===== src/source/axis_stream_pkg.sv =====
package axis_stream_pkg;

	////////////////////////////////////////
	// stream beat widths
	////////////////////////////////////////

	localparam int DATA_WIDTH = 32;             // stream data word
	localparam int STRB_WIDTH = DATA_WIDTH / 8; // one strobe bit per byte
	localparam int ID_WIDTH   = 2;
	localparam int USER_WIDTH = 2;

	////////////////////////////////////////
	// stream beat field types
	////////////////////////////////////////

	// tdata payload
	typedef logic [DATA_WIDTH-1:0] data_t;

	// shared by tstrb and tkeep
	typedef logic [STRB_WIDTH-1:0] strb_t;

	typedef logic [ID_WIDTH-1:0]   id_t;   // stream id
	typedef logic [USER_WIDTH-1:0] user_t; // user sideband

endpackage

===== src/source/serdes_lane_pkg.sv =====
package serdes_lane_pkg;

	////////////////////////////////////////
	// frame timing
	////////////////////////////////////////

	// ioclk cycles per frame, also bits per lane per frame
	localparam int CLK_RATIO = 4;

	typedef logic [$clog2(CLK_RATIO)-1:0] phase_t;

	localparam phase_t LAST_PHASE = phase_t'(CLK_RATIO - 1); // frame boundary phase

	////////////////////////////////////////
	// lane map
	////////////////////////////////////////

	// data lane j carries tdata bits 4j..4j+3, one bit per phase
	localparam int DATA_LANES = axis_stream_pkg::DATA_WIDTH / CLK_RATIO;

	localparam int LANE_STRB    = DATA_LANES;     // tstrb
	localparam int LANE_KEEP    = DATA_LANES + 1; // tkeep
	localparam int LANE_ID_USER = DATA_LANES + 2; // {tid, tuser}

	// flow lane bits: 0 tready, 1 tvalid, 2 tlast, 3 unused and sent as 0
	localparam int LANE_FLOW = DATA_LANES + 3;

	localparam int SERIAL_WIDTH = DATA_LANES + 4; // total lane count

	typedef logic [SERIAL_WIDTH-1:0] serial_t;

endpackage


===== src/source/io_serdes_top.sv =====
`timescale 1ns/1ps

module io_serdes_top (
	input  logic                     ioclk,
	input  logic                     axis_rst_n,
	input  logic                     txen_ctl,
	input  logic                     rxen_ctl,
	// stream in, towards the far side
	input  axis_stream_pkg::data_t   as_is_tdata,
	input  axis_stream_pkg::strb_t   as_is_tstrb,
	input  axis_stream_pkg::strb_t   as_is_tkeep,
	input  axis_stream_pkg::id_t     as_is_tid,
	input  axis_stream_pkg::user_t   as_is_tuser,
	input  logic                     as_is_tlast,
	input  logic                     as_is_tvalid,
	input  logic                     as_is_tready,
	// serial pins
	output serdes_lane_pkg::serial_t serial_txd,
	input  serdes_lane_pkg::serial_t serial_rxd,
	// stream out, from the far side
	output axis_stream_pkg::data_t   is_as_tdata,
	output axis_stream_pkg::strb_t   is_as_tstrb,
	output axis_stream_pkg::strb_t   is_as_tkeep,
	output axis_stream_pkg::id_t     is_as_tid,
	output axis_stream_pkg::user_t   is_as_tuser,
	output logic                     is_as_tlast,
	output logic                     is_as_tvalid,
	output logic                     is_as_tready
);
	import serdes_lane_pkg::*;

	phase_t phase;
	logic   txen;
	logic   rxen;
	logic   rx_flow_seen;
	logic   remote_tready;

	////////////////////////////////////////
	// link control
	////////////////////////////////////////

	link_control u_link_control (
		.ioclk         (ioclk),
		.axis_rst_n    (axis_rst_n),
		.txen_ctl      (txen_ctl),
		.rxen_ctl      (rxen_ctl),
		.rx_flow_seen  (rx_flow_seen),
		.remote_tready (remote_tready),
		.phase         (phase),
		.txen          (txen),
		.rxen          (rxen),
		.is_as_tready  (is_as_tready)
	);

	////////////////////////////////////////
	// transmit and receive paths
	////////////////////////////////////////

	tx_serializer u_tx_serializer (
		.ioclk        (ioclk),
		.axis_rst_n   (axis_rst_n),
		.txen         (txen),
		.phase        (phase),
		.as_is_tdata  (as_is_tdata),
		.as_is_tstrb  (as_is_tstrb),
		.as_is_tkeep  (as_is_tkeep),
		.as_is_tid    (as_is_tid),
		.as_is_tuser  (as_is_tuser),
		.as_is_tlast  (as_is_tlast),
		.as_is_tvalid (as_is_tvalid),
		.as_is_tready (as_is_tready),
		.is_as_tready (is_as_tready), // local ready gates the sent tvalid
		.serial_txd   (serial_txd)
	);

	rx_deserializer u_rx_deserializer (
		.ioclk         (ioclk),
		.axis_rst_n    (axis_rst_n),
		.rxen          (rxen),
		.phase         (phase),
		.serial_rxd    (serial_rxd),
		.is_as_tdata   (is_as_tdata),
		.is_as_tstrb   (is_as_tstrb),
		.is_as_tkeep   (is_as_tkeep),
		.is_as_tid     (is_as_tid),
		.is_as_tuser   (is_as_tuser),
		.is_as_tlast   (is_as_tlast),
		.is_as_tvalid  (is_as_tvalid),
		.remote_tready (remote_tready),
		.rx_flow_seen  (rx_flow_seen)
	);

endmodule


===== src/source/rx_deserializer.sv =====
`timescale 1ns/1ps

module rx_deserializer (
	input  logic                     ioclk,
	input  logic                     axis_rst_n,
	input  logic                     rxen,
	input  serdes_lane_pkg::phase_t  phase,
	input  serdes_lane_pkg::serial_t serial_rxd,
	output axis_stream_pkg::data_t   is_as_tdata,
	output axis_stream_pkg::strb_t   is_as_tstrb,
	output axis_stream_pkg::strb_t   is_as_tkeep,
	output axis_stream_pkg::id_t     is_as_tid,
	output axis_stream_pkg::user_t   is_as_tuser,
	output logic                     is_as_tlast,
	output logic                     is_as_tvalid,
	output logic                     remote_tready,
	output logic                     rx_flow_seen
);
	import axis_stream_pkg::*;
	import serdes_lane_pkg::*;

	////////////////////////////////////////
	// lane sampling
	////////////////////////////////////////

	serial_t              sample_q [CLK_RATIO-1];   // lane vectors of the earlier phases
	logic [CLK_RATIO-1:0] lane_bits [SERIAL_WIDTH]; // per lane view of the frame
	data_t                data_nxt;

	always_ff @(posedge ioclk or negedge axis_rst_n) begin
		if (!axis_rst_n) begin
			for (int p = 0; p < CLK_RATIO - 1; p++) begin
				sample_q[p] <= '0;
			end
		end else if (rxen && (phase != LAST_PHASE)) begin
			sample_q[phase] <= serial_rxd;
		end
	end

	// last bit of each lane comes straight from the pins
	// so the beat is registered on the same edge that samples it
	always_comb begin
		for (int l = 0; l < SERIAL_WIDTH; l++) begin
			for (int b = 0; b < CLK_RATIO - 1; b++) begin
				lane_bits[l][b] = sample_q[b][l];
			end
			lane_bits[l][LAST_PHASE] = serial_rxd[l];
		end
	end

	always_comb begin
		for (int j = 0; j < DATA_LANES; j++) begin
			data_nxt[j * CLK_RATIO +: CLK_RATIO] = lane_bits[j];
		end
	end

	////////////////////////////////////////
	// beat output
	////////////////////////////////////////

	always_ff @(posedge ioclk or negedge axis_rst_n) begin
		if (!axis_rst_n) begin
			is_as_tdata   <= '0;
			is_as_tstrb   <= '0;
			is_as_tkeep   <= '0;
			is_as_tid     <= '0;
			is_as_tuser   <= '0;
			is_as_tlast   <= 1'b0;
			is_as_tvalid  <= 1'b0;
			remote_tready <= 1'b0;
			rx_flow_seen  <= 1'b0;
		end else if (!rxen) begin
			is_as_tdata   <= '0; // stream stays quiet while receive is off
			is_as_tstrb   <= '0;
			is_as_tkeep   <= '0;
			is_as_tid     <= '0;
			is_as_tuser   <= '0;
			is_as_tlast   <= 1'b0;
			is_as_tvalid  <= 1'b0;
			remote_tready <= 1'b0;
			rx_flow_seen  <= 1'b0;
		end else if (phase == LAST_PHASE) begin
			is_as_tdata               <= data_nxt;
			is_as_tstrb               <= lane_bits[LANE_STRB];
			is_as_tkeep               <= lane_bits[LANE_KEEP];
			{is_as_tid, is_as_tuser}  <= lane_bits[LANE_ID_USER];
			is_as_tlast               <= lane_bits[LANE_FLOW][2];
			is_as_tvalid              <= lane_bits[LANE_FLOW][1];
			remote_tready             <= lane_bits[LANE_FLOW][0];
			rx_flow_seen              <= |lane_bits[LANE_FLOW]; // far side is alive
		end else begin
			rx_flow_seen <= 1'b0; // one cycle pulse while the beat holds for the frame
		end
	end

endmodule


===== src/source/tx_serializer.sv =====
`timescale 1ns/1ps

module tx_serializer (
	input  logic                     ioclk,
	input  logic                     axis_rst_n,
	input  logic                     txen,
	input  serdes_lane_pkg::phase_t  phase,
	input  axis_stream_pkg::data_t   as_is_tdata,
	input  axis_stream_pkg::strb_t   as_is_tstrb,
	input  axis_stream_pkg::strb_t   as_is_tkeep,
	input  axis_stream_pkg::id_t     as_is_tid,
	input  axis_stream_pkg::user_t   as_is_tuser,
	input  logic                     as_is_tlast,
	input  logic                     as_is_tvalid,
	input  logic                     as_is_tready,  // local ready, sent to the far side
	input  logic                     is_as_tready,  // ready from the far side, gates tvalid
	output serdes_lane_pkg::serial_t serial_txd
);
	import axis_stream_pkg::*;
	import serdes_lane_pkg::*;

	////////////////////////////////////////
	// frame register
	////////////////////////////////////////

	data_t                data_q;
	strb_t                strb_q;
	strb_t                keep_q;
	logic [CLK_RATIO-1:0] id_user_q; // {tid, tuser}
	logic [CLK_RATIO-1:0] flow_q;    // {0, tlast, tvalid, tready}

	// one beat per frame, captured on the frame boundary
	always_ff @(posedge ioclk or negedge axis_rst_n) begin
		if (!axis_rst_n) begin
			data_q    <= '0;
			strb_q    <= '0;
			keep_q    <= '0;
			id_user_q <= '0;
			flow_q    <= '0;
		end else if (!txen) begin
			data_q    <= '0; // link idle, nothing to send
			strb_q    <= '0;
			keep_q    <= '0;
			id_user_q <= '0;
			flow_q    <= '0;
		end else if (phase == LAST_PHASE) begin
			data_q    <= as_is_tdata;
			strb_q    <= as_is_tstrb;
			keep_q    <= as_is_tkeep;
			id_user_q <= {as_is_tid, as_is_tuser};
			// a beat offered without ready goes out as a bubble
			flow_q    <= {1'b0, as_is_tlast, as_is_tvalid & is_as_tready, as_is_tready};
		end
	end

	////////////////////////////////////////
	// lane select
	////////////////////////////////////////

	// every lane sends its bit number phase, all lanes quiet while txen is low
	always_comb begin
		serial_txd = '0;
		if (txen) begin
			for (int j = 0; j < DATA_LANES; j++) begin
				serial_txd[j] = data_q[j * CLK_RATIO + int'(phase)];
			end
			serial_txd[LANE_STRB]    = strb_q[phase];
			serial_txd[LANE_KEEP]    = keep_q[phase];
			serial_txd[LANE_ID_USER] = id_user_q[phase];
			serial_txd[LANE_FLOW]    = flow_q[phase];
		end
	end

endmodule


===== src/source/link_control.sv =====
`timescale 1ns/1ps

module link_control (
	input  logic                    ioclk,
	input  logic                    axis_rst_n,
	input  logic                    txen_ctl,
	input  logic                    rxen_ctl,
	input  logic                    rx_flow_seen,  // pulse per nonzero flow frame
	input  logic                    remote_tready, // ready sent by the far side
	output serdes_lane_pkg::phase_t phase,
	output logic                    txen,
	output logic                    rxen,
	output logic                    is_as_tready
);
	import serdes_lane_pkg::*;

	logic rx_received; // far side has been heard at least once

	// free running frame phase
	always_ff @(posedge ioclk or negedge axis_rst_n) begin
		if (!axis_rst_n) begin
			phase <= '0;
		end else if (phase == LAST_PHASE) begin
			phase <= '0;
		end else begin
			phase <= phase + 1'b1;
		end
	end

	// transmit starts on a frame boundary, also when the far side came up first
	always_ff @(posedge ioclk or negedge axis_rst_n) begin
		if (!axis_rst_n) begin
			txen <= 1'b0;
		end else if ((phase == LAST_PHASE) && (txen_ctl || rx_received)) begin
			txen <= 1'b1; // sticky until reset
		end
	end

	always_ff @(posedge ioclk or negedge axis_rst_n) begin
		if (!axis_rst_n) begin
			rxen <= 1'b0;
		end else if (rxen_ctl) begin
			rxen <= 1'b1;
		end
	end

	always_ff @(posedge ioclk or negedge axis_rst_n) begin
		if (!axis_rst_n) begin
			rx_received <= 1'b0;
		end else if (rx_flow_seen) begin
			rx_received <= 1'b1;
		end
	end

	// local ready: held high until the far side reports its own ready,
	// so neither side waits on the other at start up
	always_ff @(posedge ioclk or negedge axis_rst_n) begin
		if (!axis_rst_n) begin
			is_as_tready <= 1'b0;
		end else if (!txen) begin
			is_as_tready <= 1'b0;
		end else if (!rx_received) begin
			is_as_tready <= 1'b1;
		end else begin
			is_as_tready <= remote_tready;
		end
	end

endmodule


===== config.mk =====
export PLATFORM = sky130hd
export DESIGN_NAME = io_serdes_top
export DESIGN_NICKNAME = d
export VERILOG_FILES = /design/src/source/axis_stream_pkg.sv /design/src/source/serdes_lane_pkg.sv /design/src/source/io_serdes_top.sv /design/src/source/rx_deserializer.sv /design/src/source/tx_serializer.sv /design/src/source/link_control.sv
export SDC_FILE = /design/constraint.sdc
export NUM_CORES = 1
export LEC_CHECK = 0
export BUFFER_PORTS_ARGS = -buffer_cell sky130_fd_sc_hd__buf_4
export CORE_UTILIZATION = 34
export CTS_BUF_LIST = sky130_fd_sc_hd__clkbuf_16
export CTS_CLUSTER_DIAMETER = 60
export CTS_CLUSTER_SIZE = 28
export DETAILED_ROUTE_END_ITERATION = 7
export GPL_TIMING_DRIVEN = 0
export HOLD_SLACK_MARGIN = 0.12
export PLACE_DENSITY = 0.55
export SYNTH_ARGS = -nofsm -noshare
export SYNTH_HDL_FRONTEND = slang
export SYNTH_SLANG_ARGS = --single-unit

===== constraint.sdc =====
create_clock -name ioclk -period 4.23 [get_ports ioclk]
set_input_delay 0.6345 -clock ioclk [delete_from_list [all_inputs] [get_ports ioclk]]
set_output_delay 0.6345 -clock ioclk [all_outputs]
set_load 0.01 [all_outputs]

# Word-level counts from Yosys, hierarchy flattened
# Cells that the tools add are included.
[totals]
register_bits = 138
input_bits = 63
output_inout_bits = 59
[classes]
add_sub_neg = 8
order_cmp = 11
n_eq_ne = 4
muxes = 66
bitwise_logic = 2
n_reduce_logical = 5
[op_table]
columns = ["cell", "n"]
rows = [
  ["32-bit by 7-bit less-than comparator with 1-bit output (second input constant)", 7],
  ["32-bit 2-to-1 mux", 4],
  ["4-bit 2-to-1 mux", 12],
  ["36-bit bitwise mux", 1],
  ["1-bit binary-select mux with 5-bit select", 7],
  ["1-bit 2-to-1 mux", 29],
  ["5-bit by 2-bit adder with 6-bit output (first input constant)", 4],
  ["12-bit demux with 2-bit select", 1],
  ["12-bit 2-to-1 mux", 2],
  ["4-bit by 2-bit adder with 5-bit output (first input constant)", 2],
  ["1-bit binary-select mux with 2-bit select", 5],
  ["2-bit 2-to-1 mux", 5],
  ["2-bit by 6-bit less-than comparator with 1-bit output (second input constant)", 1],
  ["2-bit inequality test (second input constant)", 3],
  ["3-bit by 2-bit adder with 4-bit output (first input constant)", 1],
  ["4-bit OR reduction", 1],
  ["3-bit greater-or-equal comparator (second input constant)", 1],
  ["1-bit logical AND", 3],
  ["2-bit by 3-bit less-than comparator with 1-bit output (second input constant)", 1],
  ["3-bit by 1-bit less-than comparator with 1-bit output (second input constant)", 1],
  ["2-bit inverter with 3-bit output", 1],
  ["2-bit by 1-bit adder with 2-bit output (second input constant)", 1],
  ["2-bit equality test (second input constant)", 1],
  ["1-bit bitwise AND", 1],
  ["1-bit logical OR", 1],
]

# Logic depth before layout (Yosys ltp)
# Gate-level depths: netlist (run 1).
[depth]
ltp_word = 6
ltp_mapped = 7

# Cells and area by module
# From an unflattened synthesis (run 1), not the netlist that was laid out.
[unflattened]
hier_cells = 462
area_unflattened_um2 = 5908.2
[modules_own_cells]
columns = ["module", "n_inst", "cells_per_inst", "area_each_um2"]
rows = [
  ["rx_deserializer", 1, 298, 3639.7],
  ["tx_serializer", 1, 150, 2067.0],
  ["link_control", 1, 14, 201.4],
]

# Worst setup path after synthesis (run 1)
# No wires, ideal clock.
[synth_timing]
path_type = "flip-flop to flip-flop"
start = "reg u_link_control.phase[1]"
end = "reg u_rx_deserializer.sample_q, in the netlist u_rx_deserializer.data_nxt[12]"
arrival_ns = 1.758
required_time_ns = 4.105
setup_slack_ns = 2.347
path_stages_with_launch = 8
cell_sequence = "dfrtp_1 > buf_2 > buf_2 > inv_1 > ha_1 > nand3b_1 > buf_2 > mux2_2"
[synth_between]
elab_chain_len = 6
[synth_rtl]
columns = ["element", "line_no", "text"]
rows = [
  ["start, declared", "link_control.sv:10", "output serdes_lane_pkg::phase_t phase,"],
  ["start signal, assigned", "link_control.sv:26", "phase <= phase + 1'b1;"],
  ["2-bit inverter with 3-bit output (not written as such)", "rx_deserializer.sv:36", "sample_q[phase] <= serial_rxd;"],
  ["3-bit greater-or-equal comparator (not written as such) / 3-bit by 1-bit less-than comparator with 1-bit output (equally long branches)", "rx_deserializer.sv:36", ""],
  ["1-bit logical AND (not written as such)", "rx_deserializer.sv:36", ""],
  ["12-bit 2-to-1 mux (not written as such)", "rx_deserializer.sv:36", ""],
  ["12-bit demux with 2-bit select", "rx_deserializer.sv:36", ""],
  ["36-bit bitwise mux", "rx_deserializer.sv:36", ""],
  ["end signal, assigned by index", "rx_deserializer.sv:36", ""],
  ["end, declared", "rx_deserializer.sv:26", "serial_t sample_q [CLK_RATIO-1];"],
]
# Parallel ways exist; a longest one is shown, timed or not.
# A chain may end at the register's enable or synchronous reset.

# Worst setup path after layout (run 1)
[layout_timing]
start = "reg u_link_control.phase[0]"
end = "out serial_txd[9]"
[layout_between]
elab_chain_len = 3
[layout_rtl]
columns = ["element", "line_no", "text"]
rows = [
  ["1-bit binary-select mux with 2-bit select", "tx_serializer.sv:68", "serial_txd[LANE_KEEP] = keep_q[phase];"],
  ["1-bit 2-to-1 mux (not written as such)", "tx_serializer.sv:68", ""],
  ["12-bit 2-to-1 mux", "tx_serializer.sv:63", "if (txen) begin"],
  ["end, declared", "io_serdes_top.sv:18", "output serdes_lane_pkg::serial_t serial_txd,"],
]
# No other way between the ends. The select of a mux whose other input is x is not followed.

==> results of run 1 <==
## where the power goes
group          leakage, nW  internal, mW  switching, mW
Combinational         1.35         0.120         0.0983
Sequential            1.59          1.38         0.0347
Clock                0.279         0.878          0.585
## state kept, by name, indices dropped and copies added (netlist names), 2 cells and up
register / cells
u_rx_deserializer.is_as_tdata: 32
u_tx_serializer.data_q: 32
u_rx_deserializer.data_nxt: 24
u_rx_deserializer.lane_bits: 12
u_rx_deserializer.is_as_tkeep: 4
u_rx_deserializer.is_as_tstrb: 4
u_tx_serializer.id_user_q: 4
u_tx_serializer.keep_q: 4
u_tx_serializer.strb_q: 4
u_tx_serializer.flow_q: 3
u_link_control.phase: 2
u_rx_deserializer.is_as_tid: 2
u_rx_deserializer.is_as_tuser: 2
## worst reg2reg max path, cell delays in order (launching register included)
cell and delay (ps):
dfrtp_1 400, buf_2 260, buf_2 380, inv_1 140
ha_1 210, nand3b_1 150, buf_2 350, mux2_2 390
## per-stage QoR
| stage | setup slack, ps | hold slack [ps] |
|---|---|---|
| after CTS | 1477 | 136.6 |
| after detailed placement | 1809 | 418.3 |
| after global placement | 1878 | 421.4 |
| after global routing | 1272 | 144.7 |
| after floorplan | 2347 | 338.9 |
| final | 1459 | 142.3 |
## per-layer routing
| metal | global-route usage | part of all wire | vias up |
|---|---|---|---|
| met2 | 0.2511 | 0.47 | 91 |
| met4 | 0.04307 | 0.0081 | 0 |
| met1 | 0.2057 | 0.45 | 1867 |
| met3 | 0.06532 | 0.071 | 10 |
| li1 | - | - | 1829 |
| met5 | 0 | 0 | - |
## logic make-up after synthesis
logic type	Yosys count	synth area share
muxes	152	0.2613
DFF	137	0.5719
and+or+nand+nor	109	0.1113
buffers and inverters	33	0.02859
AOI/OAI and AO/OA	16	0.01649
adders and majority gates	5	0.01044
## cell usage in the layout (no fill, tap or decap), drive strengths merged, types with 5 or more instances in the layout
master,netlist,routed
buf,18,140
clkbuf,12,29
dfrtp,137,137
ha,5,5
inv,3,8
mux2,36,36
mux2i,116,116
nand2,5,5
nor2b,95,95
o22ai,11,11
## worst max-delay path by stage
stage,cells past startpoint,end,slack [ps],from
floorplan,7,u_rx_deserializer.data_nxt[12]$_DFFE_PN0P_,2350,u_link_control.phase[1]$_DFF_PN0_
global placement,7,u_rx_deserializer.data_nxt[28]$_DFFE_PN0P_,1880,u_link_control.phase[1]$_DFF_PN0_
detailed placement,7,u_rx_deserializer.lane_bits[12]$_DFFE_PN0P_,1810,u_link_control.phase[1]$_DFF_PN0_
CTS,5,serial_txd[8],1480,u_link_control.phase[0]$_DFF_PN0_
global route,5,serial_txd[2],1270,u_link_control.phase[0]$_DFF_PN0_
finish,5,serial_txd[9],1460,u_link_control.phase[0]$_DFF_PN0_
## final cells by class
cell class / count / area share
Buffer: 30 / 0.02052
Clock buffer: 17 / 0.05450
Clock inverter: 15 / 0.02100
Inverter: 3 / 0.001443
Multi-Input combinational cell: 282 / 0.3068
Sequential cell: 137 / 0.4392
Tap cell: 225 / 0.03607
Timing Repair Buffer: 122 / 0.1204
==> metrics.md, run 1 <==
| Metric | Value |
|---|---|
| Hold_buf cts | 0 |
| Outcome | finished, final reports clean |
| Endpoint type of the worst setup path | output port |
| # rows | 48 |
| Final Util | 0.4528 |
| Synth-to-layout area growth | 30.20% |
| Max VDD drop | 0.2888 mV |
| WP data required | 3600 ps |
| Reg2Reg Setup Slack | 1860 ps |
| Initial drt markers | 141 |
| RR Startpoint | u_link_control.phase[1]$_DFF_PN0_ |
| Antenna viol nets, final | 0 |
| Top cells by area, synth | dfrtp_1, mux2i_1, nor2b_1 |
| Post-route minimum period | 2771 ps |
| Crit path buffers/inverters | 3 |
| Storage element area | 3428 um^2 |
| Design Area, Final | 7805 um^2 |
| Placer Congestion | 0.7551 |
| Total core area | 17240 um^2 |
| Top delay family on crit path | buffers and inverters |
| Pleak | 3.225 nW |
| PD cells | 396.1 nW/um^2 |
| Final wirelength | 13650 um |
| Cts repair resizes | 0 |
| Root Driver | clkbuf_16 |
| Crit path launch type | flip-flop |
| Synth cell count leaders | dfrtp_1, mux2i_1, nor2b_1 |
| Post-DP HPWL | 9416 um |
| CTS tree | yes |
| Worst-case clock buffer depth | 2 |
| Cell area after synthesis | 5994 um^2 |
| Final Total Pwr | 3.091 mW |
| Area of the multi-input gates | 2395 um^2 |
| Post-Syn Area per Cell | 13.26 um^2 |
| RSZ-0062 raised after global routing | false |
| Max Clock Skew | 10.45 ps |
| Synth cell types | 22 |
| R2R depth | 7 |
| CP arrival | 2140 ps |
| Max-slew violation count | 0 |
| Post-synth EDFFs | 0 |
| Async set-reset flop share out of synthesis | 1.000 |
| FILL cells | 1587 |
| Post-route clock period utilization | 0.6551 |
| Top-count cell post-synth | dfrtp_1 |
| Clock transition at the registers of the reported paths | 60 ps |
| H-tree depth | 4 |
| DR vias/cell | 4.569 |
| Setup TNS | 0 ps |
| CP max FO | 10 |
| Largest net degree at the start of global routing | 94 |
| Setup-failing EPs final | 0 |
| Max Freq | 360.9 MHz |
| Fraction of layout cells with a size suffix above 1 | 0.3482 |
| Fin nets | 661 |
| Vias in the first global route | 4022 |
| Total Routing Usage GR | 0.1607 |
| Routed vias | 3797 |
| Hold WC Path Type | in -> async |
| Cells after Synth | 452 |
| DRC | 0 |
| Initial core utilization | 0.3478 |
| #FFs+latches synth | 137 |
| Relative slew slack | 0.5277 |
| Total I/O pin count | 122 |
| Top_reg_cell synth | dfrtp_1 |
| Synth area leader | dfrtp_1 |
| Slowest stage delay, CP | 560 ps |
| First-pass detailed-route iteration total | 3 |
| Cell breakdown of the critical path | inv_1 -> nand2_1 -> clkbuf_1 -> o22ai_1 -> buf_4 |
| Worst-Skew Late Latency | 410 ps |
| Port Buf Inserts | 121 |
| Initial antenna violation count | 0 |
| Die Area | 18170 um^2 |
| Chip Width | 134.8 um |
| Yosys top cell area share | 0.5719 |
| Measured slew at the worst slew-check pin | 708.4 ps |
| Post-CTS setup buffers | 0 |
| Yosys warns | 0 |
| Wirelength per Cell | 16.43 um |
| Finished Layout Cells | 831 |
| R2r endpoint | u_rx_deserializer.lane_bits[12]$_DFFE_PN0P_ |
| CP max-delay cell | clkbuf_1 |
| Ant diodes | 0 |
| Critical path class | reg -> out |
| Synth Net Count | 520 |
| GR Overflow Total | 0 |
| Fin. Hold Viols | 0 |
| Max-cap violations | 0 |
| Die Ht | 134.8 um |
| Inst Count DP | 799 |
| Num CTS Buffers | 17 |
| First-pass GRT wire length | 21890 um |
| Clock sinks | 137 |
| Post-synthesis sequential area ratio | 0.5719 |
| Placed Instance Area | 7216 um^2 |
Note: power is estimated with default switching activity, not from simulation.
==> run 2, diff against run 1 <==
Settings changed: ABC_AREA set to 1, PLACE_DENSITY 0.55 to 0.57.
Clock period 4.23 ns to 2.3 ns, I/O delays scaled along.
==> metrics.md, run 2 <==
| Metric | Value |
|---|---|
| Outcome | finished, final reports clean |
| Initial core utilization | 0.3473 (-0.0004629) |
| GR Overflow Total | 0 (unchanged) |
| Place WS | 233.9 ps (-1575 ps) |
| Root Driver | clkbuf_16 |
| Hold path depth | 3 |
| WP data required | 1960 ps (-1640 ps) |
| Cell-internal power | 4.120 mW (+74%) |
| Sw Ratio | 0.2515 (+0.01913) |
| Hold WC Path Type | in -> reg |
| Top cells by area, synth | dfrtp_1, nand2_1, nand3_1 |
| Die Area | 17400 um^2 (-4.2%) |
| DR vias/cell | 4.806 (+5.2%) |
| Hold_sp | txen_ctl |
| Cell area after synthesis | 5739 um^2 (-4.3%) |
| Cells after Synth | 641 (+42%) |
| Max Clock Skew | 9.264 ps (-1.190 ps) |
| Yosys warns | 0 (unchanged) |
| Top-count cell post-synth | nand2_1 |
| Crit path launch type | flip-flop |
| Wirelength per Cell | 15.59 um (-5.1%) |
| Design Area, Final | 7552 um^2 (-3.2%) |
| Fraction of layout cells with a size suffix above 1 | 0.2469 (-0.1013) |
| Synth cell count leaders | nand2_1, dfrtp_1, nand3_1 |
| CP max FO | 11 (+1) |
| Post-Syn Area per Cell | 8.954 um^2 (-32%) |
| Initial drt markers | 402 (+190%) |
| Clock sinks | 137 (unchanged) |
| Worst-Skew Late Latency | 430 ps (+20 ps) |
| Reg2Reg Setup Slack | 310 ps (-1550 ps) |
| First-pass GRT wire length | 26340 um (+20%) |
| Most common cell after layout, fill and taps aside | nand2_1 |
| Worst-case clock buffer depth | 2 (unchanged) |
| Post-synthesis sequential area ratio | 0.5973 (+0.02543) |
| PD cells | 728.9 nW/um^2 (+84%) |
| Synth Net Count | 709 (+36%) |
| Total Routing Usage GR | 0.1950 (+0.03429) |
| Final wirelength | 15870 um (+16%) |
| R2r endpoint | u_rx_deserializer.data_nxt[13]$_DFFE_PN0P_ |
| Initial antenna violation count | 0 (unchanged) |
| Vias in the first global route | 5051 (+26%) |
| Placer Congestion | 0.8011 (+6.1%) |
| Post-synth EDFFs | 0 (unchanged) |
| Critical path class | reg -> out |
| # rows | 47 (-2.1%) |
| Clock power share | 0.458 (-0.015) |
| Total core area | 16520 um^2 (-4.1%) |
| First-pass detailed-route iteration total | 4 (+1) |
| Routed vias | 4892 (+29%) |
| RSZ-0062 raised after global routing | false |
| #FFs+latches synth | 137 (unchanged) |
| Post-route minimum period | 2203 ps |
| CTS tree | yes |
| Top_reg_cell synth | dfrtp_1 |
| Most frequent cells in the layout | nand2_1, dfrtp_1, buf_4, nand3_1, o21ai_0 |
| Pleak | 3.779 nW (+17%) |
| Synth area leader | dfrtp_1 |
| CP arrival | 1860 ps (-280 ps) |
| Relative slew slack | 0.5435 (+0.01576) |
| H-tree depth | 4 (unchanged) |
| Async set-reset flop share out of synthesis | 1.000 (unchanged) |
| Post-DP HPWL | 11150 um (+18%) |
| Fin nets | 853 (+29%) |
| Die Ht | 131.9 um (-2.1%) |
| Chip Width | 131.9 um (-2.1%) |
| Yosys top cell area share | 0.5973 (+0.02543) |
| DRC | 0 (unchanged) |
| P_sw | 1.385 mW (+93%) |
| Sequential Power Share | 0.470 (+0.014) |
| Num CTS Buffers | 17 (unchanged) |
| Min-Delay Endpoint | u_link_control.txen$_DFFE_PN0P_ |
| Clock transition at the registers of the reported paths | 60 ps (about the same) |
| Setup TNS | 0 ps (unchanged) |
| Endpoint type of the worst setup path | output port |
| Max-slew violation count | 0 (unchanged) |
| Setup-failing EPs final | 0 (unchanged) |
| Synth cell types | 22 (unchanged) |
| Combinational power share | 0.073 (+0.002) |
| Max-cap violations | 0 (unchanged) |
| Port Buf Inserts | 121 (unchanged) |
| Max VDD drop | 0.5358 mV (+85%) |
| Largest net degree at the start of global routing | 72 (-23%) |
| Post-route clock period utilization | 0.9580 |
| RR Startpoint | u_link_control.phase[1]$_DFF_PN0_ |
| Antenna viol nets, final | 0 (unchanged) |
| Setup ws final | 96.57 ps (-1362 ps) |
| Total I/O pin count | 122 (unchanged) |
| Ant diodes | 0 (unchanged) |
| Synth-to-layout area growth | 31.59% |
| Measured slew at the worst slew-check pin | 684.7 ps (-23.64 ps) |
| Fin. Hold Viols | 0 (unchanged) |
| R2R depth | 6 (-1) |
| Placed Instance Area | 6954 um^2 (-3.6%) |
| Max Freq | 453.8 MHz |
-- run 2: through the flow --
step	total power, mW	utilization	hold slack, ps	instances
5_1_grt	5.723	0.4570	161.9	1018
3_3_place_gp	3.011	0.4189	416.5	982
4_1_cts	5.565	0.4557	137.1	1017
6_report	5.505	0.4570	154.7	1018
2_1_floorplan	2.760	-	49.41	641
3_5_place_dp	3.031	0.4208	414.4	983
-- run 2: critical path, stage by stage, from the launching register on --
cell and delay [ps]:
dfrtp_1 480, inv_1 190, clkbuf_4 270, nand3_1 110, a21oi_1 220, buf_4 160
-- run 2: kinds of logic after synthesis --
family | after synthesis | share of synthesized area
AO/OA/AOI/OAI | 110 | 0.09745
adder cells (fa/ha/maj) | 5 | 0.01090
buffers and inverters | 106 | 0.07936
flip-flops | 137 | 0.5973
AND/OR/NAND/NOR | 283 | 0.2150
-- run 2: how the worst max path moves through the flow --
stage / from / end / slack (ps) / cells past startpoint
after floorplan: u_link_control.phase[0]$_DFF_PN0_ / serial_txd[11] / 750 / 5
after global placement: u_link_control.phase[0]$_DFF_PN0_ / serial_txd[7] / 340 / 6
after detailed placement: u_link_control.phase[0]$_DFF_PN0_ / serial_txd[11] / 230 / 5
after CTS: u_link_control.phase[0]$_DFF_PN0_ / serial_txd[11] / 3 / 6
after global routing: u_link_control.phase[1]$_DFF_PN0_ / serial_txd[9] / 10 / 5
final: u_link_control.phase[1]$_DFF_PN0_ / serial_txd[7] / 100 / 5
-- run 2: metal layers --
metal	track usage	vias up	wire (um)
met5	0	-	0
met4	0.06783	0	174
met2	0.3169	161	7552
met1	0.2498	2352	7124
met3	0.05421	18	1022
li1	-	2361	-
-- run 2: timing repair --
item,CTS,global route
resized for setup,6,5
setup endpoints to repair,12,5
buffers inserted,0,1
hold buffers,2,0
hold endpoints to repair,71,0
-- run 2: power by group through the flow --
stage,combinational (mW),clock [mW],sequential (mW)
2_1_floorplan,0.124,0,2.64
3_3_place_gp,0.387,0,2.62
3_5_place_dp,0.405,0,2.63
4_1_cts,0.408,2.57,2.59
5_1_grt,0.450,2.68,2.60
6_report,0.400,2.52,2.58
-- run 2: cell type report --
cell class,count,area (um^2)
repair buffers,125,967.2
fillers,1637,8972
well taps,220,275.3
flip-flops and latches,137,3428
clock inverters,15,121.4
inverters,63,236.5
multi-input cells,398,1864
clock buffers,17,425.4
plain buffers,43,234.0
